`src/common/pokey_defs.svh`:
```
// POKEY I/O sizing constants fixed by the chip register map
`ifndef POKEY_DEFS_SVH
`define POKEY_DEFS_SVH

// last line of a pot scan, also the max pot value
`define POT_LINES 228

// paddle inputs
`define NUM_POTS 8

// key counter width, 64 keys in the matrix
`define KEY_BITS 6

`endif

```
`src/common/pokey_pkg.sv`:
```
// POKEY I/O package with the register map and keyboard FSM encodings
package pokey_pkg;

    // cpu register addresses in the 4-bit space
    typedef enum logic [3:0] {
        POT0   = 4'h0,  // paddle 0 count
        POT1   = 4'h1,
        POT2   = 4'h2,
        POT3   = 4'h3,
        POT4   = 4'h4,
        POT5   = 4'h5,
        POT6   = 4'h6,
        POT7   = 4'h7,  // paddle 7 count
        ALLPOT = 4'h8,  // pots still counting
        KBCODE = 4'h9,  // last accepted key code
        POTGO  = 4'hB,  // write only, starts a pot scan
        SKSTAT = 4'hF   // read side of 0xF, key status
    } pokey_reg_e;

    // write side of 0xF shares the address with SKSTAT
    localparam pokey_reg_e SKCTL = SKSTAT;

    // keyboard debounce states
    typedef enum logic [1:0] {
        IDLE    = 2'd0,  // nothing held
        COMPARE = 2'd1,  // code captured, waiting one full pass
        HELD    = 2'd2,  // key accepted
        RELEASE = 2'd3   // one up pass seen
    } key_state_e;

endpackage

```
`src/keyscan/key_scanner.sv`:
```
// POKEY keyboard scanner, matrix counter with two-pass debounce and keycode latch
`timescale 1ns/1ps
`include "pokey_defs.svh"

module key_scanner
    import pokey_pkg::*;
(
    input  logic                 o2,
    input  logic                 reset,
    input  logic                 key_en,
    input  logic                 kr1_l,       // low when addressed key is down
    output logic [`KEY_BITS-1:0] key_scan_l,  // inverted scan count to the matrix
    output logic [7:0]           kbcode,
    output logic                 key_down,
    output logic                 key_irq
);

    logic [`KEY_BITS-1:0] scan_ctr;
    logic [`KEY_BITS-1:0] compare_latch;   // key under debounce
    key_state_e           state;
    logic                 at_compare;      // scan is back at the latched key
    logic                 key_seen;        // addressed key is down

    assign key_scan_l = ~scan_ctr;
    assign at_compare = (scan_ctr == compare_latch);
    assign key_seen   = ~kr1_l;

    // status covers held and the first up pass
    assign key_down = (state == HELD) || (state == RELEASE);

    // scan counter, 64 cycles per pass
    always_ff @(posedge o2) begin
        if (reset) begin
            scan_ctr <= '0;
        end else if (key_en) begin
            scan_ctr <= scan_ctr + 1'b1;   // wraps after 63
        end
    end

    // capture the count of the first down key seen
    always_ff @(posedge o2) begin
        if (key_en && (state == IDLE) && key_seen) begin
            compare_latch <= scan_ctr;
        end
    end

    // debounce FSM
    always_ff @(posedge o2) begin
        if (reset) begin
            state   <= IDLE;
            kbcode  <= 8'h00;
            key_irq <= 1'b0;
        end else begin
            key_irq <= 1'b0;   // single cycle pulse
            if (key_en) begin
                case (state)
                    IDLE: begin
                        if (key_seen) begin
                            state <= COMPARE;   // latch loaded this cycle
                        end
                    end
                    COMPARE: begin
                        if (at_compare) begin
                            if (key_seen) begin
                                // same key down a full pass later
                                state   <= HELD;
                                kbcode  <= {{(8 - `KEY_BITS){1'b0}}, compare_latch};
                                key_irq <= 1'b1;
                            end else begin
                                state <= IDLE;   // bounce, no irq
                            end
                        end
                    end
                    HELD: begin
                        if (at_compare && !key_seen) begin
                            state <= RELEASE;
                        end
                    end
                    RELEASE: begin
                        if (at_compare) begin
                            // second up pass releases, down again goes back
                            state <= key_seen ? HELD : IDLE;
                        end
                    end
                    default: state <= IDLE;
                endcase
            end
        end
    end

endmodule

```
`src/potscan/pot_scanner.sv`:
```
// POKEY pot scanner, line counter with eight pot latches, ALLPOT and dump control
`timescale 1ns/1ps
`include "pokey_defs.svh"

module pot_scanner (
    input  logic                 o2,
    input  logic                 reset,
    input  logic                 potgo,       // start strobe from the write port
    input  logic                 line_tick,   // once per TV line
    input  logic [`NUM_POTS-1:0] pot_sync,
    output logic [7:0]           pot0,
    output logic [7:0]           pot1,
    output logic [7:0]           pot2,
    output logic [7:0]           pot3,
    output logic [7:0]           pot4,
    output logic [7:0]           pot5,
    output logic [7:0]           pot6,
    output logic [7:0]           pot7,
    output logic [`NUM_POTS-1:0] allpot,      // set while a pot is still counting
    output logic                 pot_dump     // high discharges the caps
);

    logic [7:0] pot_val [`NUM_POTS];
    logic [7:0] line_ctr;
    logic       scanning;
    logic       scan_end;

    assign scan_end = (line_ctr == 8'(`POT_LINES));

    // latched counts out to the read port
    assign pot0 = pot_val[0];
    assign pot1 = pot_val[1];
    assign pot2 = pot_val[2];
    assign pot3 = pot_val[3];
    assign pot4 = pot_val[4];
    assign pot5 = pot_val[5];
    assign pot6 = pot_val[6];
    assign pot7 = pot_val[7];

    always_ff @(posedge o2) begin
        if (reset) begin
            line_ctr <= 8'd0;
            scanning <= 1'b0;
            allpot   <= '0;
            pot_dump <= 1'b1;   // caps held empty until POTGO
            for (int i = 0; i < `NUM_POTS; i++) begin
                pot_val[i] <= 8'd0;
            end
        end else if (potgo) begin
            // fresh scan, release the caps
            line_ctr <= 8'd0;
            scanning <= 1'b1;
            allpot   <= '1;
            pot_dump <= 1'b0;
            for (int i = 0; i < `NUM_POTS; i++) begin
                pot_val[i] <= 8'd0;
            end
        end else if (scanning) begin
            if (scan_end) begin
                // slow pots take the max count
                for (int i = 0; i < `NUM_POTS; i++) begin
                    if (allpot[i]) begin
                        pot_val[i] <= 8'(`POT_LINES);
                    end
                end
                allpot   <= '0;
                scanning <= 1'b0;
                pot_dump <= 1'b1;
            end else if (line_tick) begin
                for (int i = 0; i < `NUM_POTS; i++) begin
                    if (pot_sync[i] && allpot[i]) begin
                        pot_val[i] <= line_ctr;   // first line seen high
                        allpot[i]  <= 1'b0;
                    end
                end
                line_ctr <= line_ctr + 8'd1;
            end
        end
    end

endmodule

```
`src/source/pokey_bus_regs.sv`:
```
// POKEY input side, CPU write decode, key-scan enable and pot input sync
`timescale 1ns/1ps
`include "pokey_defs.svh"

module pokey_bus_regs
    import pokey_pkg::*;
(
    input  logic                 o2,
    input  logic                 reset,
    input  logic                 wr,
    input  logic [3:0]           addr,
    input  logic [7:0]           wr_data,
    input  logic [`NUM_POTS-1:0] pot_in,    // async paddle comparators
    output logic                 potgo,     // one cycle after a POTGO write
    output logic                 key_en,    // SKCTL bit 1
    output logic [`NUM_POTS-1:0] pot_sync
);

    pokey_reg_e             wr_reg;
    logic                   wr_potgo;
    logic                   wr_skctl;
    logic [`NUM_POTS-1:0]   pot_meta;   // first sync stage

    assign wr_reg   = pokey_reg_e'(addr);
    assign wr_potgo = wr && (wr_reg == POTGO);
    assign wr_skctl = wr && (wr_reg == SKCTL);

    // write strobes and control bits
    always_ff @(posedge o2) begin
        if (reset) begin
            potgo  <= 1'b0;
            key_en <= 1'b0;   // keyboard off until software enables it
        end else begin
            potgo <= wr_potgo;    // data value ignored on POTGO
            if (wr_skctl) begin
                key_en <= wr_data[1];
            end
        end
    end

    // two flop synchronizer for the paddle lines
    always_ff @(posedge o2) begin
        pot_meta <= pot_in;
        pot_sync <= pot_meta;     // clean level for pot_scanner
    end

endmodule

```
`src/source/pokey_io_top.sv`:
```
// POKEY I/O top, write port, keyboard and pot scanners and read port
`timescale 1ns/1ps
`include "pokey_defs.svh"

module pokey_io_top (
    input  logic                 o2,
    input  logic                 reset,
    input  logic                 wr,
    input  logic                 rd,
    input  logic [3:0]           addr,
    input  logic [7:0]           wr_data,
    output logic [7:0]           rd_data,
    output logic                 rd_valid,
    output logic                 key_irq,
    output logic [`KEY_BITS-1:0] key_scan_l,
    input  logic                 kr1_l,
    input  logic [`NUM_POTS-1:0] pot_in,
    output logic                 pot_dump,
    input  logic                 line_tick
);

    logic                 potgo;
    logic                 key_en;
    logic [`NUM_POTS-1:0] pot_sync;
    logic [7:0]           kbcode;
    logic                 key_down;
    logic [7:0]           pot0, pot1, pot2, pot3;
    logic [7:0]           pot4, pot5, pot6, pot7;
    logic [`NUM_POTS-1:0] allpot;

    pokey_bus_regs bus_regs_i (
        .o2(o2), .reset(reset), .wr(wr), .addr(addr), .wr_data(wr_data),
        .pot_in(pot_in), .potgo(potgo), .key_en(key_en), .pot_sync(pot_sync)
    );

    key_scanner key_scanner_i (
        .o2(o2), .reset(reset), .key_en(key_en), .kr1_l(kr1_l),
        .key_scan_l(key_scan_l), .kbcode(kbcode), .key_down(key_down), .key_irq(key_irq)
    );

    pot_scanner pot_scanner_i (
        .o2(o2), .reset(reset), .potgo(potgo), .line_tick(line_tick), .pot_sync(pot_sync),
        .pot0(pot0), .pot1(pot1), .pot2(pot2), .pot3(pot3),
        .pot4(pot4), .pot5(pot5), .pot6(pot6), .pot7(pot7),
        .allpot(allpot), .pot_dump(pot_dump)
    );

    pokey_read_mux read_mux_i (
        .o2(o2), .reset(reset), .rd(rd), .addr(addr),
        .pot0(pot0), .pot1(pot1), .pot2(pot2), .pot3(pot3),
        .pot4(pot4), .pot5(pot5), .pot6(pot6), .pot7(pot7),
        .allpot(allpot), .kbcode(kbcode), .key_down(key_down),
        .rd_data(rd_data), .rd_valid(rd_valid)
    );

endmodule

```
`src/source/pokey_read_mux.sv`:
```
// POKEY output side, registered read data selected by register address
`timescale 1ns/1ps

module pokey_read_mux
    import pokey_pkg::*;
(
    input  logic       o2,
    input  logic       reset,
    input  logic       rd,
    input  logic [3:0] addr,
    input  logic [7:0] pot0,
    input  logic [7:0] pot1,
    input  logic [7:0] pot2,
    input  logic [7:0] pot3,
    input  logic [7:0] pot4,
    input  logic [7:0] pot5,
    input  logic [7:0] pot6,
    input  logic [7:0] pot7,
    input  logic [7:0] allpot,
    input  logic [7:0] kbcode,
    input  logic       key_down,
    output logic [7:0] rd_data,
    output logic       rd_valid    // one cycle after rd
);

    logic [7:0] sel_data;

    always_comb begin
        case (pokey_reg_e'(addr))
            POT0:    sel_data = pot0;
            POT1:    sel_data = pot1;
            POT2:    sel_data = pot2;
            POT3:    sel_data = pot3;
            POT4:    sel_data = pot4;
            POT5:    sel_data = pot5;
            POT6:    sel_data = pot6;
            POT7:    sel_data = pot7;
            ALLPOT:  sel_data = allpot;
            KBCODE:  sel_data = kbcode;
            SKSTAT:  sel_data = {5'b11111, ~key_down, 2'b11};   // bit 2 active low
            default: sel_data = 8'hFF;   // unmapped reads float high
        endcase
    end

    // data only moves on a read
    always_ff @(posedge o2) begin
        if (rd) begin
            rd_data <= sel_data;
        end
    end

    always_ff @(posedge o2) begin
        if (reset) begin
            rd_valid <= 1'b0;
        end else begin
            rd_valid <= rd;
        end
    end

endmodule

```
`config.mk`:
```
export PLATFORM = sky130hd
export DESIGN_NAME = pokey_io_top
export DESIGN_NICKNAME = d
export VERILOG_FILES = /design/src/common/pokey_pkg.sv /design/src/keyscan/key_scanner.sv /design/src/potscan/pot_scanner.sv /design/src/source/pokey_bus_regs.sv /design/src/source/pokey_io_top.sv /design/src/source/pokey_read_mux.sv
export VERILOG_INCLUDE_DIRS = /design/src /design/src/common
export SDC_FILE = /design/constraint.sdc
export NUM_CORES = 1
export LEC_CHECK = 0
export ABC_AREA = 0
export BUFFER_PORTS_ARGS = -buffer_cell sky130_fd_sc_hd__buf_4
export CELL_PAD_IN_SITES_DETAIL_PLACEMENT = 0
export CELL_PAD_IN_SITES_GLOBAL_PLACEMENT = 1
export CORE_MARGIN = 10
export CORE_UTILIZATION = 48
export CTS_CLUSTER_SIZE = 16
export DETAILED_ROUTE_END_ITERATION = 7
export PLACE_DENSITY_LB_ADDON = 0.12
export SLEW_MARGIN = 30
export SYNTH_ARGS = -nofsm -noshare
export SYNTH_HDL_FRONTEND = slang
export SYNTH_SLANG_ARGS = --single-unit
export TNS_END_PERCENT = 10
```
`constraint.sdc`:
```
create_clock -name o2 -period 3.1 [get_ports o2]
set_input_delay 0.31 -clock o2 [delete_from_list [all_inputs] [get_ports o2]]
set_output_delay 0.31 -clock o2 [all_outputs]
set_load 0.02 [all_outputs]
```
==> flow_metrics.tcl, run 1 <==
set metrics [dict create \
    ys_warn_count 0 \
    die_width_microns 130.3 \
    r2r_start "pot_scanner_i.line_ctr[0]" \
    via_count 4170 \
    hold_path_depth 2 \
    reg2reg_to "pot_scanner_i.pot_val[0][28]" \
    synth_cell_types 58 \
    post-cts-setup-buffers 0 \
    cp_top_family "compound AO/OA/AOI/OAI gates" \
    worst_setup_path_end_kind "register" \
    numCtsBuffers 17 \
    hold_viol 0 \
    met1_length_microns 6860 \
    placed_cell_area_sq_um 6196 \
    path_class "reg -> reg" \
    status "complete, no violations" \
    slowest_delay_ps 490 \
    clk_latency_ps 420 \
    instances_no_fill 699 \
    htree_levels 4 \
    dr.max_layer_used "met4" \
    fin_crit_ps 2508 \
    worstHoldStart "kr1_l" \
    syn2layout_area_growth_pct 18.04 \
    yosysSeqAreaShare_pct 56.57 \
    finish.utilization_pct 57.63 \
    diodes 0 \
    setup_viol 0 \
    min_period_over_period_pct 80.92 \
    fmax_mhz 398.7 \
    dp_hpwl_microns 10390 \
    postSynthNetCount 534 \
    cts_root_buf "clkbuf_16" \
    layout.nets 568 \
    route.met3.wl_microns 883 \
    cp_cell_sequence "inv_1 -> ha_1 -> and3_1 -> a211oi_4 -> and3_1 -> a311o_1" \
    rsz0062_at_grt "no" \
    cts_tree "built" \
    rows 40 \
    antenna_found_initial 0 \
    reg2reg_depth 6 \
    gr-total-overflow 0 \
    worstPathMaxFanout 9 \
    synth_cells 505 \
    via_per_inst 5.966 \
    fin_area_sq_um 6893 \
    cts_buffer_depth 2 \
    ys_ff_latch 130 \
    start_util_pct 48.82 \
    critical_path.slowest_cell "a311o_1" \
    routed_wl_microns 15130 \
    grt_max_degree 32 \
    final_antenna_net_count 0 \
    cp.required_ps 3160 \
    cp-start-kind "register" \
    syn-cell-area_sq_um 5839 \
    place_inst 659 \
    fin_worst_skew_ps 5.528 \
    grt_first_pass_wirelength_microns 23470 \
    critPathMostFrequentCell "and3_1" \
    async_flop_share_pct 0 \
    grt_pass1_vias 4046 \
    die_h_microns 130.3 \
    holdCritPathClass "in -> reg" \
    slew_viol_final 0 \
    drive_gt1_share_pct 17.93 \
    dieArea_sq_um 16980 \
    ir_worst_vdd_v 0.0004690 \
    setup_tns_ps 0 \
    cp_num_buf_inv 1 \
    syn_area_per_cell_sq_um 11.56 \
    postCtsHoldBufs 8 \
    pwr_density_cell_nw_per_um2 597.9 \
    cts.repair.resized 0 \
    slew_headroom_pct 62.37 \
    dr_wl_met2_microns 6855 \
    ioPinCount 43 \
    yosys_most_used_dff "edfxtp_1" \
    io_buffer_count 35 \
    synth_edf_count 70 \
    fillers 999 \
    gr-usage-all-layers_pct 18.50 \
    rrSetupSlack_ps 590 \
    leakage_uw 0.002621 \
    dr.pass1.iters 5 \
    drv_cap 0 \
    path_clk_slew_ps 60 \
    drt-initial-drc-count 340 \
    wl_per_cell_microns 21.64 \
    core_sq_um 11960 \
    worst_pin_slew_ps 564.5 \
    crit_arrival_ps 2570 \
    gp_congestion 0.8348 \
    finalPower_uw 4121 \
    cts.sinks 130 \
    drc_errors 0 \
]
stage by stage:
stage	hold WS, ps	setup WS [ps]
floorplan	309.6	815.5
global placement	310.5	626.1
detailed placement	312.1	602.7
CTS	82.15	578.4
global route	99.43	461.2
finish	96.83	591.6
cells by family (layout without fill, tap and decap cells):
kind of cell	Yosys count	count (layout)	synth area share [%]
compound gates	134	134	17.83
xor+xnor	16	16	2.400
fa+ha+maj	3	3	0.6429
buf+inv	56	103	4.179
flops	130	130	56.57
mux	24	24	5.057
simple gates	142	142	13.33
final cells by class:
cell class | count | area [sq um] | area share (%)
clock buffer | 20 | 500.5 | 7.261
clock inverter | 12 | 116.4 | 1.688
inverter | 15 | 56.30 | 0.8168
multi-input combinational | 319 | 2292 | 33.25
sequential | 130 | 3303 | 47.92
tap | 147 | 183.9 | 2.668
timing repair buffer | 56 | 440.4 | 6.390
report_power, final:
group	switching, uW	internal (uW)	leakage (uW)
clock	779	1260	0.000307
sequential	24.2	1860	0.00120
combinational	119	78.5	0.00111
state kept, by name, summed over array words and instances (netlist names), named ones only:
register	flops
read_mux_i.rd_data	8
pot_scanner_i.line_ctr	8
bus_regs_i.pot_sync	8
key_scanner_i.scan_ctr	6
pot_scanner_i.pot_val	64
key_scanner_i.key_irq	1
pot_scanner_i.pot_dump	1
key_scanner_i.state	1
bus_regs_i.potgo	1
pot_scanner_i.scanning	1
key_scanner_i.kbcode	6
bus_regs_i.pot_meta	8
key_scanner_i.compare_latch	6
pot_scanner_i.allpot	8
bus_regs_i.key_en	1
read_mux_i.rd_valid	1
layer usage:
metal / vias up / track usage (%)
met5: - / 0
met4: 0 / 9.325
met3: 36 / 4.584
met2: 149 / 27.56
met1: 2019 / 24.53
li1: 1966 / -
worst max-delay path by stage:
stage	start	end	depth (start not counted)
detailed placement	pot_scanner_i.line_ctr[0]	pot_scanner_i.pot_val[0][25]	6
floorplan	pot_scanner_i.line_ctr[0]	pot_scanner_i.pot_val[0][0]	8
global route	pot_scanner_i.line_ctr[0]	pot_scanner_i.pot_val[0][28]	6
CTS	pot_scanner_i.line_ctr[0]	pot_scanner_i.pot_val[0][28]	6
global placement	pot_scanner_i.line_ctr[0]	pot_scanner_i.pot_val[0][29]	6
finish	pot_scanner_i.line_ctr[0]	pot_scanner_i.pot_val[0][28]	6
cell usage after synthesis, types with 4 or more instances:
master,instances,area share [%]
inv_1,13,0.84
nor2_1,26,1.7
a22o_1,31,4.6
edfxtp_1,70,36
a21oi_1,29,2.5
a31oi_1,6,0.64
nor2b_1,7,0.75
and2_1,37,4.0
a22oi_1,5,0.64
nand2_1,25,1.6
mux2_2,4,0.77
nand4_1,6,0.64
buf_2,24,2.1
nor3_1,4,0.34
dfxtp_1,60,21
a311o_1,4,0.69
o221ai_1,4,0.60
nand3_1,9,0.77
clkbuf_1,14,0.90
o21ai_0,15,1.3
and3_1,18,1.9
xnor2_1,11,1.6
mux4_2,4,1.5
xor2_1,5,0.75
a221o_1,5,0.86
a211o_1,5,0.75
mux2i_1,16,2.7
cells in the final DEF, fill, tap and decap left out, drive strengths merged, types with 6 or more instances in the layout:
master,instances
nand4,6
buf,48
nor2,26
mux2i,16
o21ai,15
and2,37
dfxtp,60
edfxtp,70
inv,17
a21oi,29
xnor2,11
nor2b,7
nand2,26
and3,18
clkbuf,20
a22o,31
dlygate4sd3,8
a31oi,6
clkinv,9
nand3,9
No activity file was read; power rests on OpenSTA's default activity.
==> run 2, diff against run 1 <==
--- a/config.mk
+++ b/config.mk
@@ -11,7 +11,7 @@
 export CELL_PAD_IN_SITES_DETAIL_PLACEMENT = 0
 export CELL_PAD_IN_SITES_GLOBAL_PLACEMENT = 1
 export CORE_MARGIN = 10
-export CORE_UTILIZATION = 48
+export CORE_UTILIZATION = 44
 export CTS_CLUSTER_SIZE = 16
 export DETAILED_ROUTE_END_ITERATION = 7
 export PLACE_DENSITY_LB_ADDON = 0.12
==> constraint.sdc (replaced) <==
create_clock -name o2 -period 2.1 [get_ports o2]
set_input_delay 0.21 -clock o2 [delete_from_list [all_inputs] [get_ports o2]]
set_output_delay 0.21 -clock o2 [all_outputs]
set_load 0.02 [all_outputs]
==> run 2 against run 1 <==
- maximum frequency rose by 25%
- cell area up 3.4%
- flip-flop and latch count stayed put
- critical path type unchanged
- register-to-register slack worse by 500 ps
==> flow_metrics.tcl, run 2 (synthesis results as in run 1) <==
set metrics [dict create \
    status "complete, no violations" \
    crit_arrival_ps 2110 \
    cp-start-kind "register" \
    die_width_microns 135.2 \
    route.met3.wl_microns 920 \
    die_h_microns 135.2 \
    final_common_cell "edfxtp_1" \
    leakage_uw 0.002729 \
    pwr_density_cell_nw_per_um2 865.9 \
    setup_tns_ps 0 \
    hold_viol 0 \
    cts.sinks 130 \
    hold_path_depth 3 \
    finish.utilization_pct 54.26 \
    routed_wl_microns 15520 \
    grt_first_pass_wirelength_microns 24020 \
    drc_errors 0 \
    via_per_inst 5.756 \
    reg2reg_to "pot_scanner_i.pot_val[1][30]" \
    drv_cap 0 \
    hold-path-endpoint "bus_regs_i.key_en" \
    slew_viol_final 0 \
    largest-register "pot_scanner_i.pot_val" \
    rrSetupSlack_ps 100 \
    htree_levels 4 \
    syn2layout_area_growth_pct 22.07 \
    diodes 0 \
    layout.nets 586 \
    gp_congestion 0.8484 \
    worst_setup_path_end_kind "register" \
    ir_worst_vdd_v 0.0005089 \
    worst_pin_slew_ps 522.2 \
    dr_wl_met2_microns 7405 \
    slew_headroom_pct 65.19 \
    worstHoldStart "wr_data[1]" \
    largest_register_ffs 64 \
    cts_buffer_depth 2 \
    gr-usage-all-layers_pct 17.35 \
    cts.repair.resized 0 \
    wl_per_cell_microns 20.80 \
    core_sq_um 13140 \
    final_cell_mix "70 x edfxtp_1, 64 x buf_4, 60 x dfxtp_1" \
    antenna_found_initial 0 \
    fmax_mhz 498.8 \
    dr.max_layer_used "met4" \
    worstPathMaxFanout 8 \
    cts_root_buf "clkbuf_16" \
    final_antenna_net_count 0 \
    via_count 4294 \
    drt-initial-drc-count 514 \
    met1_length_microns 6776 \
    io_buffer_count 35 \
    rsz0062_at_grt "no" \
    setup_viol 0 \
    fin_worst_skew_ps 5.627 \
    min_period_over_period_pct 95.47 \
    path_clk_slew_ps 60 \
    grt_pass1_vias 4185 \
    fin_area_sq_um 7128 \
    holdCritPathClass "in -> reg" \
    dp_hpwl_microns 10850 \
    reg2reg_depth 6 \
    path_class "reg -> reg" \
    numCtsBuffers 17 \
    dr.pass1.iters 5 \
    start_util_pct 44.45 \
    fin_crit_ps 2005 \
    r2r_start "pot_scanner_i.line_ctr[0]" \
    gr-total-overflow 0 \
    dieArea_sq_um 18280 \
    grt_max_degree 32 \
    drive_gt1_share_pct 21.58 \
    ioPinCount 43 \
    clk_latency_ps 430 \
    cts_tree "built" \
    rows 42 \
    placed_cell_area_sq_um 6404 \
    cp.required_ps 2200 \
]
-- run 2: changes by cell type in the layout (fill, tap and decap cells not counted) --
| cell | previous run | this run |
|---|---|---|
| a211o_1 | 5 | 2 |
| clkbuf_16 | 20 | 21 |
| clkinv_4 | 5 | 4 |
| clkinv_2 | 2 | 1 |
| a311o_1 | 4 | 0 |
| a211o_4 | 0 | 3 |
| dlygate4sd3_1 | 8 | 9 |
| inv_4 | 1 | 2 |
| buf_12 | 0 | 1 |
| buf_4 | 48 | 64 |
| a311o_2 | 0 | 4 |
-- run 2: worst max-delay path by stage --
stage / endpoint / slack, ps / cells past startpoint / startpoint
finish: pot_scanner_i.pot_val[1][30] / 100 / 6 / pot_scanner_i.line_ctr[0]
floorplan: pot_scanner_i.pot_val[0][0] / 10 / 8 / pot_scanner_i.line_ctr[0]
CTS: pot_scanner_i.pot_val[1][30] / 80 / 6 / pot_scanner_i.line_ctr[0]
global placement: pot_scanner_i.pot_val[1][25] / 120 / 6 / pot_scanner_i.line_ctr[0]
detailed placement: pot_scanner_i.pot_val[1][28] / 90 / 6 / pot_scanner_i.line_ctr[0]
global route: pot_scanner_i.pot_val[1][29] / 5 / 6 / pot_scanner_i.line_ctr[0]
-- run 2: layout make-up --
cell class                      instances  area [sq um]
Clock buffer                           21         525.5
Clock inverter                         11         108.9
Tap cell                              176         220.2
Sequential cell                       130          3303
Multi-Input combinational cell        319          2323
Fill cell                            1152          6010
Inverter                               15         56.30
Timing Repair Buffer                   74         590.6
-- run 2: worst max-delay path, cell delays in order, from the launching register on --
cell and delay (ps):
dfxtp_1 320, inv_1 40, ha_1 200, and3_1 250, a211oi_4 360, and3_1 220, a311o_2 290
-- run 2: what timing repair did --
action                    4_1_cts  5_1_grt
hold buffers                    9        0
setup buffers                   0        0
hold endpoints to repair        9        0
-- run 2: per-layer routing --
layer	track usage, %	vias up
met5	0	-
met4	7.895	0
met3	3.932	31
met2	27.67	160
met1	21.97	2101
li1	-	2002
-- run 2: where the power goes --
| part | internal (uW) | switching (uW) | total [uW] |
|---|---|---|---|
| combinational | 127 | 181 | 308 |
| sequential | 2750 | 35.4 | 2790 |
| clock | 1930 | 1150 | 3080 |
-- run 2: stage by stage --
stage          hold WS (ps)  worst slack [ps]  total power (uW)  instances
6_report              24.42             95.22              6172        746
3_5_place_dp          312.1             88.47              3132        705
5_1_grt               40.52             5.439              6355        746
4_1_cts               18.26             78.23              6213        746
3_3_place_gp          310.4             115.0              3128        705
2_1_floorplan         237.7             11.20              3005        505
==> run 3, diff against run 2 <==
--- a/config.mk
+++ b/config.mk
@@ -7,7 +7,7 @@
 export NUM_CORES = 1
 export LEC_CHECK = 0
 export ABC_AREA = 0
-export BUFFER_PORTS_ARGS = -buffer_cell sky130_fd_sc_hd__buf_4
+export BUFFER_PORTS_ARGS = -buffer_cell sky130_fd_sc_hd__buf_2
 export CELL_PAD_IN_SITES_DETAIL_PLACEMENT = 0
 export CELL_PAD_IN_SITES_GLOBAL_PLACEMENT = 1
 export CORE_MARGIN = 10
==> run 3 against run 2 <==
- critical path depth unchanged
- routed wire length shrank 0.53%
- setup slack improved by 47 ps
- clock power shrank 6.8%
- largest power group unchanged
==> flow_metrics.tcl, run 3 (synthesis results as in run 1) <==
set metrics [dict create \
    via_count 4263 \
    htree_levels 4 \
    numCtsBuffers 17 \
    fmax_mhz 510.8 \
    slew_headroom_pct 62.61 \
    routed_wl_microns 15440 \
    fillers 1190 \
    die_h_microns 135.2 \
    min_period_over_period_pct 93.22 \
    path_clk_slew_ps 60 \
    rows 42 \
    cp-start-kind "register" \
    final_antenna_net_count 0 \
    slew_viol_final 0 \
    clk_latency_ps 410 \
    cts.sinks 130 \
    hold_viol 0 \
    status "complete, no violations" \
    crit_arrival_ps 2060 \
    hold_path_depth 2 \
    grt_pass1_vias 4212 \
    gp_congestion 0.8892 \
    die_width_microns 135.2 \
    cts_tree "built" \
    post-cts-setup-buffers 0 \
    hold_ws_ps 36.56 \
    fin_worst_skew_ps 8.146 \
    finish.utilization_pct 53.51 \
    finalPower_uw 5947 \
    drv_cap 0 \
    cp.required_ps 2200 \
    layout.nets 591 \
    final_common_cell "edfxtp_1" \
    drc_errors 0 \
    worst_pin_slew_ps 560.9 \
    pwr_density_cell_nw_per_um2 845.8 \
    ioPinCount 43 \
    leakage_uw 0.002699 \
    via_per_inst 5.676 \
    reg2reg_depth 6 \
    cts.repair.resized 0 \
    cts_root_buf "clkbuf_16" \
    dr.pass1.iters 5 \
    dieArea_sq_um 18280 \
    fin_crit_ps 1958 \
    dp_hpwl_microns 10910 \
    gr-total-overflow 0 \
    setup_tns_ps 0 \
    antenna_found_initial 0 \
    cts_buffer_depth 2 \
    largest_register_ffs 64 \
    syn2layout_area_growth_pct 20.40 \
    start_util_pct 44.45 \
    ir_worst_vdd_v 0.0005198 \
    path_class "reg -> reg" \
    grt_max_degree 34 \
    worstPathMaxFanout 8 \
    rrSetupSlack_ps 140 \
    diodes 0 \
    gr-usage-all-layers_pct 17.43 \
    grt_first_pass_wirelength_microns 24180 \
    holdCritPathClass "in -> reg" \
    setup_viol 0 \
    wl_per_cell_microns 20.56 \
    drive_gt1_share_pct 22.09 \
    final_cell_mix "70 x edfxtp_1, 60 x dfxtp_1, 37 x and2_1" \
    core_sq_um 13140 \
    worst_setup_path_end_kind "register" \
    rsz0062_at_grt "no" \
    largest-register "pot_scanner_i.pot_val" \
    io_buffer_count 35 \
    drt-initial-drc-count 378 \
]
## run 3: cell types whose count changed in the layout (fill, tap and decap cells not counted), sizes merged
cell         previous run  this run
buf                    65        71
clkbuf                 21        25
inv                    18        14
bufinv                  1         0
clkinv                  7         8
dlygate4sd3             9         8
## run 3: repair_timing
item                       in CTS  in global routing
setup endpoints to repair       0                  0
hold endpoints to repair        8                  0
hold buffers                    8                  0
## run 3: final timing paths
path	end	start
setup / recovery	pot_scanner_i.pot_val[1][29]	pot_scanner_i.line_ctr[0]
hold / removal	register	kr1_l
setup reg to reg	pot_scanner_i.pot_val[1][29]	pot_scanner_i.line_ctr[0]
hold reg to reg	bus_regs_i.pot_sync[3]	bus_regs_i.pot_meta[3]
## run 3: power by group
group / internal, uW / switching, uW
combinational: 115 / 179
clock: 1810 / 1060
sequential: 2750 / 36.1
## run 3: per-layer routing
| metal | part of all wire (%) | vias to the layer above | track usage (%) |
|---|---|---|---|
| li1 | - | 2004 | - |
| met1 | 43 | 2099 | 22.33 |
| met2 | 48 | 143 | 27.86 |
| met3 | 6.4 | 17 | 4.525 |
| met4 | 1.7 | 0 | 6.160 |
| met5 | 0 | - | 0 |
## run 3: critical path: stages (launching register included)
cell	delay, ps
dfxtp_1	320
inv_1	40
ha_1	190
and3_1	220
a211oi_4	360
and3_1	230
a311o_2	260
## run 3: layout make-up
cell class                      count  area, sq um  area share, %
Clock buffer                       25        549.3          7.813
Clock inverter                      7        40.04         0.5695
Sequential cell                   130         3303          46.98
Tap cell                          176        220.2          3.132
Inverter                           15        56.30         0.8009
Timing Repair Buffer               79        538.0          7.653
Multi-Input combinational cell    319         2323          33.05
## run 3: per-stage QoR
stage          instances  instance area [sq um]  worst slack (ps)
2_1_floorplan        505                   5873             11.20
3_3_place_gp         711                   6361             156.8
3_5_place_dp         711                   6361             147.8
4_1_cts              751                   7030             133.6
5_1_grt              751                   7030             20.25
6_report             751                   7030             142.4
